**src/source/dac_config.svh**
```systemverilog
`ifndef DAC_CONFIG_SVH
`define DAC_CONFIG_SVH

// System clocks per DAC clock phase
`define DAC_HALF_BIT 30

// Quad DAC, fixed by the part
`define DAC_NUM_CHAN 4

// Data bits per channel
`define DAC_CODE_W 8

// Serial command word, A1 A0 RNG D7..D0
`define DAC_WORD_W 11

`endif

```
**src/source/dac_types_pkg.sv**
```systemverilog
`default_nettype none

`include "dac_config.svh"

package dac_types_pkg;

    // Output code for one channel
    typedef logic [`DAC_CODE_W-1:0] dac_code_t;

    // Channel address A1 A0
    typedef logic [$clog2(`DAC_NUM_CHAN)-1:0] dac_chan_t;

    // Range select, 1 doubles the output
    typedef logic dac_rng_t;

    // Command word as shifted, MSB first
    typedef logic [`DAC_WORD_W-1:0] dac_word_t;

    function automatic dac_word_t dac_make_word(dac_chan_t chan, dac_rng_t rng, dac_code_t code);
        return {chan, rng, code};
    endfunction

endpackage

`default_nettype wire

```
**src/source/dac_ctrl_pkg.sv**
```systemverilog
`default_nettype none

package dac_ctrl_pkg;

    typedef enum logic [2:0] {
        DRV_IDLE,
        DRV_SHIFT,
        DRV_LOAD_LO,
        DRV_LOAD_HI,
        DRV_LDAC_LO,
        DRV_LDAC_HI
    } drv_state_t;

    typedef enum logic [1:0] {
        SEQ_IDLE,
        SEQ_PICK,
        SEQ_WAIT_DONE
    } seq_state_t;

endpackage

`default_nettype wire

```
**src/source/tlc5620_drive.sv**
```systemverilog
`timescale 1ns/1ps
`default_nettype none

`include "dac_config.svh"

module tlc5620_drive (
    input  logic                     sys_clk,
    input  logic                     sys_rst_n,
    input  logic                     frame_start,
    input  dac_types_pkg::dac_word_t frame_word,
    input  logic                     frame_ldac,
    output logic                     frame_done,
    output logic                     tlc5620_clk,
    output logic                     tlc5620_data,
    output logic                     tlc5620_load,
    output logic                     tlc5620_ldac
);
    import dac_types_pkg::*;
    import dac_ctrl_pkg::*;

    localparam int CNT_W = (`DAC_HALF_BIT > 1) ? $clog2(`DAC_HALF_BIT) : 1;
    localparam int BIT_W = $clog2(`DAC_WORD_W + 1);
    localparam logic [CNT_W-1:0] CNT_LAST = CNT_W'(`DAC_HALF_BIT - 1);
    localparam logic [BIT_W-1:0] BIT_LAST = BIT_W'(`DAC_WORD_W);

    drv_state_t       state;
    logic [CNT_W-1:0] cnt;          // Cycles within a phase
    logic [BIT_W-1:0] bit_idx;      // Bits already clocked out
    logic             ldac_req;
    dac_word_t        shift_q;
    logic             phase_end;

    assign phase_end = (cnt == CNT_LAST);

    // Last cycle of the frame, with or without the LDAC pulse
    assign frame_done = phase_end &&
                        (((state == DRV_LOAD_HI) && !ldac_req) || (state == DRV_LDAC_HI));

    always_ff @(posedge sys_clk) begin
        if (frame_start) begin
            shift_q <= frame_word;
        end else if ((state == DRV_SHIFT) && phase_end && tlc5620_clk) begin
            shift_q <= {shift_q[`DAC_WORD_W-2:0], 1'b0};  // Next bit after the fall
        end
    end

    always_ff @(posedge sys_clk or negedge sys_rst_n) begin
        if (!sys_rst_n) begin
            cnt <= '0;
        end else if (frame_start) begin
            cnt <= CNT_W'(1);       // Start cycle counts as first lead-in cycle
        end else if ((state == DRV_IDLE) || phase_end) begin
            cnt <= '0;
        end else begin
            cnt <= cnt + 1'b1;
        end
    end

    always_ff @(posedge sys_clk or negedge sys_rst_n) begin
        if (!sys_rst_n) begin
            state        <= DRV_IDLE;
            bit_idx      <= '0;
            ldac_req     <= 1'b0;
            tlc5620_clk  <= 1'b0;
            tlc5620_data <= 1'b0;
            tlc5620_load <= 1'b1;
            tlc5620_ldac <= 1'b1;
        end else begin
            case (state)
                DRV_IDLE: begin
                    if (frame_start) begin
                        state    <= DRV_SHIFT;
                        bit_idx  <= '0;
                        ldac_req <= frame_ldac;
                    end
                end
                DRV_SHIFT: begin
                    if (phase_end) begin
                        if (tlc5620_clk) begin
                            tlc5620_clk <= 1'b0;        // DAC samples here
                            bit_idx     <= bit_idx + 1'b1;
                        end else if (bit_idx == BIT_LAST) begin
                            tlc5620_load <= 1'b0;
                            tlc5620_data <= 1'b0;
                            state        <= DRV_LOAD_LO;
                        end else begin
                            tlc5620_clk  <= 1'b1;
                            tlc5620_data <= shift_q[`DAC_WORD_W-1];
                        end
                    end
                end
                DRV_LOAD_LO: begin
                    if (phase_end) begin
                        tlc5620_load <= 1'b1;
                        state        <= DRV_LOAD_HI;
                    end
                end
                DRV_LOAD_HI: begin
                    if (phase_end) begin
                        if (ldac_req) begin
                            tlc5620_ldac <= 1'b0;   // Update all outputs
                            state        <= DRV_LDAC_LO;
                        end else begin
                            state <= DRV_IDLE;
                        end
                    end
                end
                DRV_LDAC_LO: begin
                    if (phase_end) begin
                        tlc5620_ldac <= 1'b1;
                        state        <= DRV_LDAC_HI;
                    end
                end
                DRV_LDAC_HI: begin
                    if (phase_end) begin
                        state <= DRV_IDLE;
                    end
                end
                default: begin
                    state <= DRV_IDLE;
                end
            endcase
        end
    end

endmodule

`default_nettype wire

```
**src/source/dac_channel_sequencer.sv**
```systemverilog
`timescale 1ns/1ps
`default_nettype none

`include "dac_config.svh"

module dac_channel_sequencer (
    input  logic                     sys_clk,
    input  logic                     sys_rst_n,
    input  logic                     wr_en,
    input  dac_types_pkg::dac_chan_t wr_chan,
    input  dac_types_pkg::dac_rng_t  wr_rng,
    input  dac_types_pkg::dac_code_t wr_code,
    input  logic [`DAC_NUM_CHAN-1:0] chan_enable,
    input  logic                     frame_done,
    output logic                     frame_start,
    output dac_types_pkg::dac_word_t frame_word,
    output logic                     frame_ldac
);
    import dac_types_pkg::*;
    import dac_ctrl_pkg::*;

    seq_state_t state;
    dac_code_t  code_q [`DAC_NUM_CHAN];
    dac_rng_t   rng_q  [`DAC_NUM_CHAN];
    dac_chan_t  last_chan;          // Channel of the previous frame
    dac_chan_t  next_chan;
    dac_chan_t  cand;
    logic       next_found;
    logic       sweep_end;

    always_ff @(posedge sys_clk or negedge sys_rst_n) begin
        if (!sys_rst_n) begin
            for (int i = 0; i < `DAC_NUM_CHAN; i++) begin
                code_q[i] <= '0;
                rng_q[i]  <= '0;
            end
        end else if (wr_en) begin
            code_q[wr_chan] <= wr_code;
            rng_q[wr_chan]  <= wr_rng;
        end
    end

    // Round-robin search starting after the last channel sent
    always_comb begin
        next_found = 1'b0;
        next_chan  = last_chan;
        cand       = last_chan;
        for (int i = 1; i <= `DAC_NUM_CHAN; i++) begin
            cand = last_chan + dac_chan_t'(i);
            if (!next_found && chan_enable[cand]) begin
                next_found = 1'b1;
                next_chan  = cand;
            end
        end
    end

    // No enabled channel above this one closes the sweep
    always_comb begin
        sweep_end = 1'b1;
        for (int i = 0; i < `DAC_NUM_CHAN; i++) begin
            if (chan_enable[i] && (i > int'(next_chan))) begin
                sweep_end = 1'b0;
            end
        end
    end

    always_ff @(posedge sys_clk) begin
        if ((state == SEQ_PICK) && next_found) begin
            frame_word <= dac_make_word(next_chan, rng_q[next_chan], code_q[next_chan]);
            frame_ldac <= sweep_end;
        end
    end

    always_ff @(posedge sys_clk or negedge sys_rst_n) begin
        if (!sys_rst_n) begin
            state       <= SEQ_IDLE;
            last_chan   <= dac_chan_t'(`DAC_NUM_CHAN - 1);  // First sweep starts at 0
            frame_start <= 1'b0;
        end else begin
            frame_start <= 1'b0;
            case (state)
                SEQ_IDLE: begin
                    if (|chan_enable) begin
                        state <= SEQ_PICK;
                    end
                end
                SEQ_PICK: begin
                    if (next_found) begin
                        frame_start <= 1'b1;
                        last_chan   <= next_chan;
                        state       <= SEQ_WAIT_DONE;
                    end else begin
                        state <= SEQ_IDLE;      // Mask cleared meanwhile
                    end
                end
                SEQ_WAIT_DONE: begin
                    if (frame_done) begin
                        state <= SEQ_PICK;
                    end
                end
                default: begin
                    state <= SEQ_IDLE;
                end
            endcase
        end
    end

endmodule

`default_nettype wire

```
**src/source/dac_subsystem_top.sv**
```systemverilog
`timescale 1ns/1ps
`default_nettype none

`include "dac_config.svh"

module dac_subsystem_top (
    input  logic                     sys_clk,
    input  logic                     sys_rst_n,
    input  logic                     wr_en,
    input  dac_types_pkg::dac_chan_t wr_chan,
    input  dac_types_pkg::dac_rng_t  wr_rng,
    input  dac_types_pkg::dac_code_t wr_code,
    input  logic [`DAC_NUM_CHAN-1:0] chan_enable,
    output logic                     tlc5620_clk,
    output logic                     tlc5620_data,
    output logic                     tlc5620_load,
    output logic                     tlc5620_ldac
);
    import dac_types_pkg::*;

    logic      frame_start;
    dac_word_t frame_word;
    logic      frame_ldac;
    logic      frame_done;

    dac_channel_sequencer u_sequencer (
        .sys_clk     (sys_clk),
        .sys_rst_n   (sys_rst_n),
        .wr_en       (wr_en),
        .wr_chan     (wr_chan),
        .wr_rng      (wr_rng),
        .wr_code     (wr_code),
        .chan_enable (chan_enable),
        .frame_done  (frame_done),
        .frame_start (frame_start),
        .frame_word  (frame_word),
        .frame_ldac  (frame_ldac)
    );

    tlc5620_drive u_drive (
        .sys_clk      (sys_clk),
        .sys_rst_n    (sys_rst_n),
        .frame_start  (frame_start),
        .frame_word   (frame_word),
        .frame_ldac   (frame_ldac),
        .frame_done   (frame_done),
        .tlc5620_clk  (tlc5620_clk),
        .tlc5620_data (tlc5620_data),
        .tlc5620_load (tlc5620_load),
        .tlc5620_ldac (tlc5620_ldac)
    );

endmodule

`default_nettype wire

```
**config.mk**
```make
export PLATFORM = sky130hd
export DESIGN_NAME = dac_subsystem_top
export DESIGN_NICKNAME = d
export VERILOG_FILES = /design/src/source/dac_types_pkg.sv /design/src/source/dac_ctrl_pkg.sv /design/src/source/tlc5620_drive.sv /design/src/source/dac_channel_sequencer.sv /design/src/source/dac_subsystem_top.sv
export VERILOG_INCLUDE_DIRS = /design/src /design/src/source
export SDC_FILE = /design/constraint.sdc
export NUM_CORES = 1
export LEC_CHECK = 0
export BUFFER_PORTS_ARGS = -buffer_cell sky130_fd_sc_hd__buf_2
export CORE_ASPECT_RATIO = 1.1
export CORE_UTILIZATION = 45
export CTS_CLUSTER_DIAMETER = 50
export DETAILED_ROUTE_END_ITERATION = 10
export GPL_TIMING_DRIVEN = 0
export SLEW_MARGIN = 20
export SYNTH_ARGS = -nofsm -noshare
export SYNTH_HDL_FRONTEND = slang
export SYNTH_SLANG_ARGS = --single-unit
```
**constraint.sdc**
```tcl
create_clock -name sys_clk -period 3.05 [get_ports sys_clk]
set_input_delay 0.61 -clock sys_clk [delete_from_list [all_inputs] [get_ports sys_clk]]
set_output_delay 0.61 -clock sys_clk [all_outputs]
set_load 0.03 [all_outputs]
```
# Word level (Yosys, flattened, before mapping)
# Index checks and enable logic that the tools add are counted.
[totals] ff_bits=81 inputBits=18 out_inout_bits=4 word_cells=160
[op_classes] add_sub_neg=5 n_lt_le_gt_ge=10 n_eq_ne=21 mux=64 bitwise_logic=3 reduce_logical=35
[op_table] operator="$bwmux 32" n=1
[op_table] operator="$mux 3" n=9
[op_table] operator="$mux 8" n=3
[op_table] operator="$mux 1" n=23
[op_table] operator="$mux 11" n=2
[op_table] operator="$pmux 3 s6" n=1
[op_table] operator="$bmux 8 s2" n=1
[op_table] operator="$demux 8 s2" n=1
[op_table] operator="$ne 2x1->1 const B" n=8
[op_table] operator="$mux 2" n=7
[op_table] operator="$logic_and 1x1->1" n=12
[op_table] operator="$lt 2x3->1 const B" n=4
[op_table] operator="$mux 4" n=3
[op_table] operator="$bmux 1 s2" n=5
[op_table] operator="$mux 5" n=2
[op_table] operator="$ne 2x2->1 const B" n=4
[op_table] operator="$pmux 4 s2" n=1
[op_table] operator="$reduce_and 2->1" n=4
[op_table] operator="$reduce_and 4->1" n=2
[op_table] operator="$reduce_and 8->1" n=1
[op_table] operator="$reduce_bool 2->1" n=4
[op_table] operator="$eq 3x2->1 const B" n=2
[op_table] operator="$eq 3x3->1 const B" n=2
[op_table] operator="$ge 3x3->1 const B" n=2
[op_table] operator="26 further kinds" n=34

# Depth between registers and ports, before layout
[depth] word_depth=17 ltp_mapped=8 ltp_nobuf=7

# Cells and area by module
# Synthesis repeated with hierarchy kept, for this count alone.
[unflattened] hier_cells=282 area_unflattened_um2=3713.6
[by_module_without_submodules] module="dac_channel_sequencer" n_inst=1 cells_each=171 area_per_inst_um2=2314.7 seq_area_each_um2=1388.8
[by_module_without_submodules] module="tlc5620_drive" n_inst=1 cells_each=111 area_per_inst_um2=1398.8 seq_area_each_um2=758.2

# Worst setup path before layout
# Ideal clock, no wire load.
[synth_path] kind="input to register" startpoint="input chan_enable[0]" endpoint="register u_sequencer.frame_ldac (enable)" setup_ns=0.389 arrival_ns=1.468 required_ns=2.661 slack_ns=1.193 stages=2 path_buffers=0 cell_sequence="nor2_1 a211oi_2"
[synth_between] elab_chain_len=13 elab_cells_between_ends=19 classes_between="mux (12); reduce/logical (7)"
[synth_lines] item="start: declaration" line_no="dac_subsystem_top.sv:13" rtl="input logic [`DAC_NUM_CHAN-1:0] chan_enable,"
[synth_lines] item="$bmux 1 s2" line_no="dac_channel_sequencer.sv:50" rtl="if (!next_found && chan_enable[cand]) begin"
[synth_lines] item="$mux 1 (implied by the code)" line_no="dac_channel_sequencer.sv:50"
[synth_lines] item="$mux 1" line_no="dac_channel_sequencer.sv:50"
[synth_lines] item="$logic_not 1->1" line_no="dac_channel_sequencer.sv:50"
[synth_lines] item="$logic_and 1x1->1" line_no="dac_channel_sequencer.sv:50"
[synth_lines] item="$mux 1" line_no="dac_channel_sequencer.sv:50"
[synth_lines] item="$logic_not 1->1" line_no="dac_channel_sequencer.sv:50"
[synth_lines] item="$logic_and 1x1->1" line_no="dac_channel_sequencer.sv:50"
[synth_lines] item="$mux 1" line_no="dac_channel_sequencer.sv:50"
[synth_lines] item="$logic_not 1->1" line_no="dac_channel_sequencer.sv:50"
[synth_lines] item="$logic_and 1x1->1" line_no="dac_channel_sequencer.sv:50"
[synth_lines] item="$mux 1 (*)" line_no="dac_channel_sequencer.sv:50"
[synth_lines] item="$logic_and 1x1->1 (*)" line_no="dac_channel_sequencer.sv:68" rtl="if ((state == SEQ_PICK) && next_found) begin"
[synth_lines] item="end signal: assignment" line_no="dac_channel_sequencer.sv:70" rtl="frame_ldac <= sweep_end;"
[synth_lines] item="end: declaration" line_no="dac_channel_sequencer.sv:17" rtl="output logic frame_ldac"
# Every way passes the cells marked *; elsewhere a longest branch is shown, timed or not. The select of a mux whose other input is x is not followed.
# A chain may end at the register's enable or synchronous reset.

# Worst setup path after layout
[layout_path] startpoint="register u_drive.cnt[1]" endpoint="register u_drive.shift_q[8] (enable)"
[layout_between] elab_chain_len=4
[layout_lines] item="start: declaration" line_no="tlc5620_drive.sv:27" rtl="logic [CNT_W-1:0] cnt;"
[layout_lines] item="start signal: assignment" line_no="tlc5620_drive.sv:55" rtl="cnt <= cnt + 1'b1;"
[layout_lines] item="$eq 5x5->1" line_no="tlc5620_drive.sv:33" rtl="assign phase_end = (cnt == CNT_LAST);"
[layout_lines] item="$logic_and 1x1->1 (2 in a row)" line_no="tlc5620_drive.sv:42" rtl="end else if ((state == DRV_SHIFT) && phase_end && tlc5620_clk) begin"
[layout_lines] item="$reduce_bool 2->1 (no line)"
[layout_lines] item="end signal: assignment" line_no="tlc5620_drive.sv:41" rtl="shift_q <= frame_word;"
[layout_lines] item="end signal: assignment" line_no="tlc5620_drive.sv:43" rtl="shift_q <= {shift_q[`DAC_WORD_W-2:0], 1'b0};"
[layout_lines] item="end: declaration" line_no="tlc5620_drive.sv:30" rtl="dac_word_t shift_q;"
# No other way between the ends.

==> results by group <==
Place
  • Post-Place Worst Slack: 0.997 ns
  • GPL Wtd Cong: 0.764
  • Inst Count DP: just over 400
  • I/O Buffers: 21
  • Hpwl dp: 4050 µm

Yosys
  • Syn Std Cell Area: 3690 µm²
  • Top post-synthesis cells by area: dfrtp_1 (37%), edfxtp_1 (19%), mux2_2 (14%), mux2i_1 (7.3%), dfstp_2 (2.8%)
  • Yosys cell types: 45
  • Compound-cell area share of the yosys netlist: 0.0640
  • Yosys top cell area share: 0.366
  • Syn Nets: around 300
  • Post-Syn Instances: between 200 and 300
  • Post-synthesis area per instance: 13.2 µm²
  • Flops & latches, synth: just over 80
  • Mux contribution to synthesized area: 0.216
  • XOR/XNOR Fraction of Synth Area: 0.0119
  • Fraction of registers with async set/reset: 0.716
  • Most common cell in the netlist: dfrtp_1
  • Commonest cells in the netlist: dfrtp_1 (54), mux2_2 (47), mux2i_1 (27)
  • Top_reg_cell synth: dfrtp_1
  • Largest family of logic cells by synthesized area: multiplexers
  • Post-synthesis simple-gate area fraction: 0.0870
  • YS warnings: 0
  • Seq/Total Area, Yosys: 0.581
  • Synth Area in Adders: 0.0102
  • Number of synthesized flops with an enable pin: 23
  • Leading area contributor after synthesis: dfrtp_1

Global route
  • Overall Global Routing Usage: 0.168
  • Pin count of the biggest net entering global routing: 59
  • First-pass GRT wire length: approximately 11000 µm
  • Vias in the first global route: 2267
  • Total grt overflow: 0
  • Antenna violations before repair: 0

STA
  • FMAX: 531 MHz
  • Final Setup Violations: 0
  • Layout Skew: 0.0109 ns
  • RSZ-0062 raised after global routing: false
  • Number of hold violations in the final report: 0
  • Setup TNS: 0 ns
  • Slack of the critical path: 1.17 ns
  • Slew Viols, Final: 0
  • Final min period: around 1.9 ns
  • WHS: 0.312 ns
  • Period utilization: 0.618
  • Worst slew pin tran: 0.851 ns
  • Relative slew slack: 0.431

Worst setup path
  • CP Capture Type: flip-flop
  • Crit path kind: flip-flop to flip-flop
  • FF-to-FF path depth: 6
  • FF-to-FF setup slack: 1.17 ns
  • Critical Path RT: ~3.0 ns
  • R2R Path End: u_drive.shift_q[8]$_DFFE_PP_
  • Crit-path max FO: 11
  • Critical R2R Launch: u_drive.cnt[1]$_DFF_PN0_
  • Critical path startpoint category: flip-flop
  • WP data arrival: about 1.9 ns

Power and ir drop
  • Share of power burned in registers: 0.476
  • Static Leakage: 1.78 nW
  • Worst IR Drop VDD: roughly 360 µV
  • Clock power share: 0.256
  • Switching part of the total: 0.295
  • Pwr per Cell Area: between 800 and 900 nW/µm²
  • Combinational Power Share: 0.268
  • P_int: roughly 2.4 mW
  • Switch Pwr: 1.02 mW

Route
  • Vias: 2203
  • WL per Instance: 14.6 µm
  • Via density per instance: 5.18
  • First DRT Iteration DRCs: 61
  • Detail Route Antenna Nets: 0
  • DRC errors left: 0
  • Initial DRT Pass Iterations: 4
  • Total Wirelength: 6220 µm

Floorplanning
  • Die area: between 8000 and 9000 µm²
  • Initial core utilization: 0.467
  • Die extent in x: 88.4 µm
  • Row Count: 34
  • Die Span Y: 97.0 µm
  • Core box area: between 7000 and 8000 µm²
  • Num ports: 22

CTS
  • Post-CTS setup buffers: 0
  • H-tree Lvls: 3
  • Clock Latency Late Sink: 0.35 ns
  • TritonCTS Buffers: 9
  • Clock-pin transition on the worst setup and hold timing paths: 0.08 ns
  • Root buf cell: clkbuf_8
  • CTS Sinks: approximately 80
  • CTS tree: done
  • Max clock buf depth: 2
  • Post-CTS sizing: 0
  • Hold-fix buffers, CTS: 0

Layout
  • Share of post-route cells with drive strength above 1: 0.325
  • Nets: 333
  • Antenna diodes: 0
  • Fillers: slightly above 700
  • Layout Cells excl Fill: 425
  • Synthesis-to-finish area growth: 13.0%

Run status
  • Status: complete, no violations

Run
  • Maxcap violations: 0

Hold path
  • Hold Crit Class: primary input to asynchronous set/reset pin
==> how the worst max path moves through the flow <==
stage,startpoint,end
finish,u_drive.cnt[1]$_DFF_PN0_,u_drive.shift_q[8]$_DFFE_PP_
floorplan,chan_enable[0],u_sequencer.frame_ldac$_SDFFCE_PP0P_
detailed placement,chan_enable[1],u_sequencer.frame_word[2]$_DFFE_PP_
CTS,u_drive.cnt[1]$_DFF_PN0_,u_drive.shift_q[8]$_DFFE_PP_
global placement,chan_enable[1],u_sequencer.frame_word[2]$_DFFE_PP_
global route,u_drive.cnt[1]$_DFF_PN0_,u_drive.shift_q[8]$_DFFE_PP_
==> cells by family (layout without fill, tap and decap cells) <==
logic type / after synthesis / after routing
compound gates: 39 / 39
xor+xnor: 5 / 5
fa+ha+maj: 3 / 3
buf+inv: 19 / 56
flops: 81 / 81
mux: 74 / 74
simple gates: 59 / 59
==> power by group through the flow <==
stage / logic, mW / registers, mW / clock network, mW
finish: 0.922 / 1.64 / 0.883
global route: 1.03 / 1.68 / 0.950
CTS: 0.942 / 1.64 / 0.909
detailed placement: 0.937 / 1.66 / 0
global placement: 0.916 / 1.65 / 0
floorplan: 0.722 / 1.63 / 0
==> flip-flops by register name, summed over array words and instances, names as in the netlist <==
signal / cells
u_sequencer.frame_word: 11
u_drive.tlc5620_load: 1
u_drive.cnt: 5
u_drive.tlc5620_clk: 1
u_drive.tlc5620_data: 1
u_sequencer.last_chan: 2
u_drive.tlc5620_ldac: 1
u_sequencer.rng_q: 4
u_drive.bit_idx: 4
u_sequencer.frame_start: 1
u_sequencer.frame_ldac: 1
u_drive.shift_q: 11
u_sequencer.state: 2
u_sequencer.code_q: 32
u_drive.state: 3
u_drive.ldac_req: 1
==> critical path, cell delays in order, from the launching register on <==
cell     delay [ns]
dfrtp_1        0.40
inv_1          0.06
ha_1           0.14
and4_1         0.25
buf_4          0.19
nand2_1        0.10
nand2_1        0.37
==> layout by cell type (no fill, tap or decap), types with 2 or more instances in the layout <==
| cell | instances |
|---|---|
| a211oi_1 | 2 |
| a21oi_1 | 18 |
| buf_2 | 21 |
| buf_4 | 4 |
| buf_6 | 2 |
| clkbuf_1 | 2 |
| clkbuf_16 | 2 |
| clkbuf_8 | 10 |
| dfrtp_1 | 54 |
| dfstp_2 | 4 |
| edfxtp_1 | 23 |
| ha_1 | 3 |
| inv_1 | 10 |
| inv_6 | 2 |
| mux2_2 | 47 |
| mux2i_1 | 27 |
| nand2_1 | 15 |
| nand2b_1 | 4 |
| nand3_1 | 6 |
| nand3b_1 | 3 |
| nand4_1 | 2 |
| nor2_1 | 15 |
| nor3_1 | 3 |
| nor3b_1 | 2 |
| o21ai_0 | 8 |
| o31ai_1 | 2 |
| xor2_1 | 4 |
==> through the flow <==
| stage | power (mW) | instance area [µm²] | util |
|---|---|---|---|
| floorplan | 2.35 | 3690 | - |
| global placement | 2.57 | 3940 | 0.497 |
| detailed placement | 2.60 | 3950 | 0.499 |
| CTS | 3.49 | 4180 | 0.528 |
| global route | 3.66 | 4180 | 0.528 |
| finish | 3.44 | 4180 | 0.528 |
==> final cells by class <==
class / instances / area, µm² / area share
buffer: 9 / 71.3 / 0.0171
clock buffer: 12 / 178 / 0.0425
clock inverter: 4 / 53.8 / 0.0129
inverter: 10 / 37.5 / 0.00899
multi-input combinational: 180 / 1450 / 0.346
sequential: 81 / 2150 / 0.514
tap: 108 / 135 / 0.0324
timing repair buffer: 21 / 108 / 0.0258
==> layer usage <==
layer  wire [µm]  global-route usage  up-vias
met5           0                   0        -
met4          77              0.0496        0
met3         182              0.0555        8
met2        3080               0.273       28
met1        2890               0.210     1080
li1            -                   -     1087
Power figures use the tool's default switching activity.
